### config.mk
export PLATFORM = sky130hd
export DESIGN_NAME = fir_serial_top
export DESIGN_NICKNAME = d
export VERILOG_FILES = /design/src/common/fir_pkg.sv /design/src/design/fir_phase_ctrl.sv /design/src/design/fir_tap_line.sv /design/src/mac/vedic_mult.sv /design/src/mac/fir_mac_lane.sv /design/src/design/fir_serial_top.sv
export VERILOG_INCLUDE_DIRS = /design/src /design/src/common
export SDC_FILE = /design/constraint.sdc
export NUM_CORES = 2
export LEC_CHECK = 0
export ABC_CLOCK_PERIOD_IN_PS = 23500
export BUFFER_PORTS_ARGS = -buffer_cell sky130_fd_sc_hd__buf_2
export CAP_MARGIN = 5
export CORE_UTILIZATION = 45
export DETAILED_ROUTE_END_ITERATION = 7
export SETUP_SLACK_MARGIN = 0.4
export SLEW_MARGIN = 10
export SYNTH_ARGS = -nofsm -noshare
export SYNTH_HDL_FRONTEND = slang
export SYNTH_SLANG_ARGS = --single-unit
### constraint.sdc
create_clock -name clk -period 23.5 [get_ports clk]
set_clock_uncertainty 0.15 [all_clocks]
set_input_delay 1.175 -clock clk [delete_from_list [all_inputs] [get_ports clk]]
set_output_delay 1.175 -clock clk [all_outputs]
set_load 0.02 [all_outputs]
### src/common/fir_config.svh
`ifndef FIR_CONFIG_SVH
`define FIR_CONFIG_SVH

////////////////////////////////////////
// data widths
////////////////////////////////////////
`define FIR_SAMPLE_W 16 // sfix16_En15
`define FIR_COEFF_W  16 // sfix16_En16
`define FIR_OUT_W    33 // sfix33_En31
`define FIR_PROD_W   31 // kept product bits

////////////////////////////////////////
// filter shape
////////////////////////////////////////
`define FIR_TAPS   8
`define FIR_LANES  2
`define FIR_PHASES 4 // taps per lane

// symmetric coefficient set
`define FIR_COEFF_0 16'hDDBB
`define FIR_COEFF_1 16'hEA8E
`define FIR_COEFF_2 16'h33DB
`define FIR_COEFF_3 16'h6808
`define FIR_COEFF_4 16'h6808
`define FIR_COEFF_5 16'h33DB
`define FIR_COEFF_6 16'hEA8E
`define FIR_COEFF_7 16'hDDBB

`endif

### src/common/fir_pkg.sv
`default_nettype none

`include "fir_config.svh"

package fir_pkg;

  ////////////////////////////////////////
  // data path values
  ////////////////////////////////////////
  typedef logic signed [`FIR_SAMPLE_W-1:0] sample_t; // sfix16_En15
  typedef logic signed [`FIR_COEFF_W-1:0]  coeff_t;  // sfix16_En16
  typedef logic signed [`FIR_OUT_W-1:0]    acc_t;    // sfix33_En31

  ////////////////////////////////////////
  // serial control
  ////////////////////////////////////////
  typedef enum logic [1:0] {
    PH_0,
    PH_1,
    PH_2,
    PH_3
  } phase_t;

  typedef struct packed {
    phase_t phase;
    logic   first; // enabled PH_0
    logic   last;  // enabled PH_3, sample boundary
  } lane_ctrl_t;

endpackage

`default_nettype wire

### src/design/fir_phase_ctrl.sv
`timescale 1ns/1ps
`default_nettype none

module fir_phase_ctrl
  import fir_pkg::*;
(
  input  logic       clk,
  input  logic       reset,
  input  logic       clk_enable,
  output lane_ctrl_t ctrl
);

  phase_t phase;

  // four-phase counter, holds while disabled
  always_ff @(posedge clk or posedge reset) begin
    if (reset) begin
      phase <= PH_3; // first enabled edge is a sample boundary
    end else if (clk_enable) begin
      if (phase == PH_3) begin
        phase <= PH_0;
      end else begin
        phase <= phase_t'(phase + 2'd1);
      end
    end
  end

  ////////////////////////////////////////
  // strobes
  ////////////////////////////////////////
  assign ctrl.phase = phase;
  assign ctrl.first = clk_enable && (phase == PH_0); // accumulator load
  assign ctrl.last  = clk_enable && !reset && (phase == PH_3); // shift and output

endmodule

`default_nettype wire

### src/design/fir_tap_line.sv
`timescale 1ns/1ps
`default_nettype none

`include "fir_config.svh"

module fir_tap_line
  import fir_pkg::*;
(
  input  logic       clk,
  input  logic       reset,
  input  lane_ctrl_t ctrl,
  input  sample_t    filter_in,
  output sample_t    tap_a,
  output sample_t    tap_b
);

  sample_t taps     [`FIR_TAPS];
  sample_t lane_tap [`FIR_LANES];

  // delay line, one shift per sample
  always_ff @(posedge clk or posedge reset) begin
    if (reset) begin
      for (int i = 0; i < `FIR_TAPS; i++) begin
        taps[i] <= '0;
      end
    end else if (ctrl.last) begin
      taps[0] <= filter_in;
      for (int i = 1; i < `FIR_TAPS; i++) begin
        taps[i] <= taps[i-1];
      end
    end
  end

  ////////////////////////////////////////
  // per-lane tap select
  ////////////////////////////////////////
  always_comb begin
    for (int l = 0; l < `FIR_LANES; l++) begin
      lane_tap[l] = taps[l * `FIR_PHASES + int'(ctrl.phase)];
    end
  end

  assign tap_a = lane_tap[0]; // taps 0..3
  assign tap_b = lane_tap[1]; // taps 4..7

endmodule

`default_nettype wire

### src/mac/vedic_mult.sv
`timescale 1ns/1ps
`default_nettype none

module vedic_mult #(
  parameter int width = 16
) (
  input  logic [width-1:0]   a,
  input  logic [width-1:0]   b,
  output logic [2*width-1:0] product
);

  if (width == 2) begin : g_base
    logic cross_lo;
    logic cross_hi;
    logic top;
    logic carry;

    // 2x2 cell from AND terms
    assign cross_lo   = a[1] & b[0];
    assign cross_hi   = a[0] & b[1];
    assign top        = a[1] & b[1];
    assign carry      = cross_lo & cross_hi;
    assign product[0] = a[0] & b[0];
    assign product[1] = cross_lo ^ cross_hi;
    assign product[2] = top ^ carry;
    assign product[3] = top & carry;
  end else begin : g_split
    localparam int half = width / 2;

    logic [width-1:0]      q_ll; // a lo * b lo
    logic [width-1:0]      q_hl; // a hi * b lo
    logic [width-1:0]      q_lh; // a lo * b hi
    logic [width-1:0]      q_hh; // a hi * b hi
    logic [width-1:0]      low_sum;
    logic [width+half-1:0] high_sum;
    logic [width+half-1:0] total;

    vedic_mult #(.width(half)) u_ll (.a(a[half-1:0]),     .b(b[half-1:0]),     .product(q_ll));
    vedic_mult #(.width(half)) u_hl (.a(a[width-1:half]), .b(b[half-1:0]),     .product(q_hl));
    vedic_mult #(.width(half)) u_lh (.a(a[half-1:0]),     .b(b[width-1:half]), .product(q_lh));
    vedic_mult #(.width(half)) u_hh (.a(a[width-1:half]), .b(b[width-1:half]), .product(q_hh));

    ////////////////////////////////////////
    // vedic column sums
    ////////////////////////////////////////
    assign low_sum  = {{half{1'b0}}, q_ll[width-1:half]} + q_hl; // never overflows
    assign high_sum = {{half{1'b0}}, q_lh} + {q_hh, {half{1'b0}}};
    assign total    = {{half{1'b0}}, low_sum} + high_sum;
    assign product  = {total, q_ll[half-1:0]};
  end

endmodule

`default_nettype wire

### src/mac/fir_mac_lane.sv
`timescale 1ns/1ps
`default_nettype none

`include "fir_config.svh"

module fir_mac_lane
  import fir_pkg::*;
#(
  parameter int lane_index = 0
) (
  input  logic       clk,
  input  logic       reset,
  input  logic       clk_enable,
  input  lane_ctrl_t ctrl,
  input  sample_t    tap,
  output acc_t       sum
);

  localparam int base = lane_index * `FIR_PHASES;

  localparam coeff_t coeff_rom [`FIR_TAPS] = '{
    `FIR_COEFF_0, `FIR_COEFF_1, `FIR_COEFF_2, `FIR_COEFF_3,
    `FIR_COEFF_4, `FIR_COEFF_5, `FIR_COEFF_6, `FIR_COEFF_7
  };

  coeff_t                          coeff;
  logic [`FIR_SAMPLE_W-1:0]        tap_mag;
  logic [`FIR_COEFF_W-1:0]         coeff_mag;
  logic [2*`FIR_SAMPLE_W-1:0]      mag_prod;
  logic [2*`FIR_SAMPLE_W-1:0]      signed_prod;
  logic                            negate;
  logic signed [`FIR_PROD_W-1:0]   product;
  acc_t                            product_ext;
  acc_t                            acc;

  assign coeff = coeff_rom[base + int'(ctrl.phase)];

  ////////////////////////////////////////
  // sign and magnitude multiply
  ////////////////////////////////////////
  assign tap_mag   = tap[`FIR_SAMPLE_W-1] ? -tap : tap; // 0x8000 stays 32768
  assign coeff_mag = coeff[`FIR_COEFF_W-1] ? -coeff : coeff;
  assign negate    = tap[`FIR_SAMPLE_W-1] ^ coeff[`FIR_COEFF_W-1];

  vedic_mult #(
    .width(`FIR_SAMPLE_W)
  ) u_mult (
    .a      (tap_mag),
    .b      (coeff_mag),
    .product(mag_prod)
  );

  assign signed_prod = negate ? -mag_prod : mag_prod;
  assign product     = signed_prod[`FIR_PROD_W-1:0]; // sfix31_En31
  assign product_ext = {{(`FIR_OUT_W-`FIR_PROD_W){product[`FIR_PROD_W-1]}}, product};

  // load on first phase, add on the rest
  always_ff @(posedge clk or posedge reset) begin
    if (reset) begin
      acc <= '0;
    end else if (ctrl.first) begin
      acc <= product_ext;
    end else if (clk_enable) begin
      acc <= acc + product_ext;
    end
  end

  assign sum = acc;

endmodule

`default_nettype wire

### src/design/fir_serial_top.sv
`timescale 1ns/1ps
`default_nettype none

module fir_serial_top
  import fir_pkg::*;
(
  input  logic    clk,
  input  logic    reset,
  input  logic    clk_enable,
  input  sample_t filter_in,
  output acc_t    filter_out,
  output logic    out_strobe
);

  lane_ctrl_t ctrl;
  sample_t    tap_a;
  sample_t    tap_b;
  acc_t       sum_a;
  acc_t       sum_b;
  acc_t       lane_sum;
  acc_t       final_sum;

  fir_phase_ctrl u_phase_ctrl (
    .clk       (clk),
    .reset     (reset),
    .clk_enable(clk_enable),
    .ctrl      (ctrl)
  );

  fir_tap_line u_tap_line (
    .clk      (clk),
    .reset    (reset),
    .ctrl     (ctrl),
    .filter_in(filter_in),
    .tap_a    (tap_a),
    .tap_b    (tap_b)
  );

  fir_mac_lane #(.lane_index(0)) u_lane0 (
    .clk       (clk),
    .reset     (reset),
    .clk_enable(clk_enable),
    .ctrl      (ctrl),
    .tap       (tap_a),
    .sum       (sum_a)
  );

  fir_mac_lane #(.lane_index(1)) u_lane1 (
    .clk       (clk),
    .reset     (reset),
    .clk_enable(clk_enable),
    .ctrl      (ctrl),
    .tap       (tap_b),
    .sum       (sum_b)
  );

  ////////////////////////////////////////
  // lane sum and output stage
  ////////////////////////////////////////
  assign lane_sum = sum_a + sum_b;

  always_ff @(posedge clk or posedge reset) begin
    if (reset) begin
      final_sum  <= '0;
      filter_out <= '0;
    end else begin
      if (ctrl.first) begin
        final_sum <= lane_sum; // lanes finished on previous edge
      end
      if (ctrl.last) begin
        filter_out <= final_sum;
      end
    end
  end

  assign out_strobe = ctrl.last;

endmodule

`default_nettype wire

==> results.toml <==
[setup_path]
critPathMaxFanout = 43
worstReg2RegStart = "u_phase_ctrl.phase[0]"
arrival_ns = 15.73
cp-start-kind = "register"
cp_num_buf_inv = 5
crit_slowest_cell = "mux2i_1"
worstSetupPathType = "register to register"
crit_top_cell = "a21oi_1"
crit_cells = 56
cp-startpoint = "u_phase_ctrl.phase[0]"
critical_path.max_stage_delay_ns = 0.66
cp-end-kind = "register"
r2r_cells = 56
crit_family = "compound AO/OA/AOI/OAI gates"
crit_required_ns = 23.79

[cells_and_area]
mostFrequentLayoutCells = "793 x ha_1, 657 x nand2_1, 412 x nor2_1"
fin_nets = 5692
final_common_cell = "ha_1"
layout-drive-gt1-share_pct = 5.064
syn_to_final_growth_pct = 6.835

[route]
ant_nets = 0
dr.pass1.iters = 5
drc_errors = 0
routed_wl_mm = 100.4
vias_per_cell = 5.361
drtIter0Drc = 1968
vias = 31500
wl_per_cell_um = 17.08

[synth]
synth_compound_area_share_pct = 13.88
syn_nets = 5703
synth_area_mm2 = 0.03956
synth-xor-area-share_pct = 10.75
avgSynthCellArea_um2 = 8.404
yosysUniqueCellTypes = 81
syn_inst = 4707
synthFlopType = "dfrtp_1"
synth-seq-cells = 262
synthMuxAreaShare_pct = 2.353
synth_fa_ha_area_share_pct = 34.38
synth_enable_flop_cells = 0
ys_seq_area_share_pct = 16.58
ys_warn_count = 0
synth-simple-area-share_pct = 16.89
async_flop_share_pct = 100.0
synth_top_family_by_area = "adder cells"

[clocking]
cts_buffer_depth = 3
postCtsResizedCells = 0
hold_buffers = 0
clk_pin_slew_ns = 0.06
htree_levels = 1
post_cts_buffers = 0
cts.sinks = 262
numCtsBuffers = 31
tritoncts = "yes"
clock_latency_ns = 0.57
clockRootBuffer = "clkbuf_16"

[status]
status = "completed"

[floorplanning]
ios = 53
die-width_um = 298.5
die_h_um = 298.5
start_util_pct = 45.53
rows = 108
die_area_mm2 = 0.08910
core_mm2 = 0.08689

[hold_path]
hp-class = "register to register"
holdCritStartpoint = "final_sum[14]"
min_path_cells = 2

[global_routing]
grt_pass1_wl_mm = 162.5
grt_max_degree = 172
grt_pass1_vias = 30480
gr-total-overflow = 0
antenna_found_initial = 1
grt_usage_pct = 22.45

[sta]
period_share_pct = 65.72
drv_slew = 0
tightest_slew_ns = 0.9813
maxSlewHeadroom_pct = 34.04
tns_ns = 0
hold_viol = 0
layout_min_cycle_time_ns = 15.45
finalSetupViolCount = 0
clock.fmax_mhz = 64.74
rsz0062_at_grt = "false"

[placement]
dp_hpwl_mm = 80.70
gp_congestion = 0.9028
port-buffer-count = 52

[job]
maxCapViolations = 0
layout make-up:
type                    instances  area [um2]
clock buffers                  38       872.1
fillers                      8529       44630
inverters                     393        1485
well taps                    1155        1445
repair buffers                105       673.1
clock inverters                19       190.2
multi-input cells            3903       31030
flip-flops and latches        262        6559
diodes                          1       2.502
per-stage QoR:
step	std cells	setup WS, ns	instance area [um2]	util, %	hold WS [ns]
floorplan	4707	9.053	39560	-	0.2804
global placement	5818	8.454	41200	47.41	0.2983
finish	5876	8.055	42260	48.64	0.3165
detailed placement	5818	8.120	41200	47.41	0.3010
global route	5875	6.593	42260	48.64	0.3429
CTS	5875	8.095	42260	48.64	0.3202
state kept, by name, indices dropped and copies added, names as in the netlist:
name / count
u_tap_line.taps: 128
final_sum: 33
filter_out: 33
u_lane1.sum: 33
u_lane0.sum: 33
u_phase_ctrl.phase: 2
routing by layer:
| metal | track usage [%] | vias to the layer above | part of all wire [%] |
|---|---|---|---|
| met1 | 32.14 | 15000 | 49 |
| li1 | - | 15910 | - |
| met4 | 3.895 | 0 | 1.6 |
| met2 | 37.45 | 496 | 46 |
| met3 | 1.519 | 87 | 3.5 |
| met5 | 0 | - | 0 |
worst min-delay path: stages, from the launching register on:
cell and delay [ns]:
dfrtp_1 0.34, nand2_1 0.05, nand2_1 0.05
kinds of logic after synthesis:
| group | Yosys count |
|---|---|
| fa+ha+maj | 977 |
| compound gates | 884 |
| mux | 57 |
| buf+inv | 542 |
| flops | 262 |
| xor+xnor | 484 |
| simple gates | 1501 |
path summary, 6_finish.rpt:
path                                  endpoint  slack, ns
hold reg to reg                 filter_out[14]       0.32
setup / recovery               u_lane1.sum[32]       8.05
setup reg to reg               u_lane1.sum[32]       8.05
max in group asynchronous  u_tap_line.taps[83]      21.18
hold / removal                  filter_out[14]       0.32
min in group asynchronous        filter_out[1]       0.55
Yosys cell counts, types with 30 or more instances:
cell	instances	share of area, %
a31oi_1	31	0.49
ha_1	794	25
fa_1	183	9.3
a21o_1	182	3.5
nor3_1	42	0.53
nor2_1	413	3.9
nand2b_1	30	0.47
and2_1	36	0.57
xnor2_1	311	6.9
nand2_1	658	6.2
nand3_1	55	0.70
inv_1	391	3.7
dfrtp_1	260	16
clkbuf_1	127	1.2
o21bai_1	33	0.63
nor2b_1	174	2.8
o21ai_0	149	1.9
a21oi_1	339	4.3
xor2_1	172	3.8
Power is left out: the tool's default activity adds up to more than one toggle a clock period on the data nets, which glitch-free logic cannot reach.
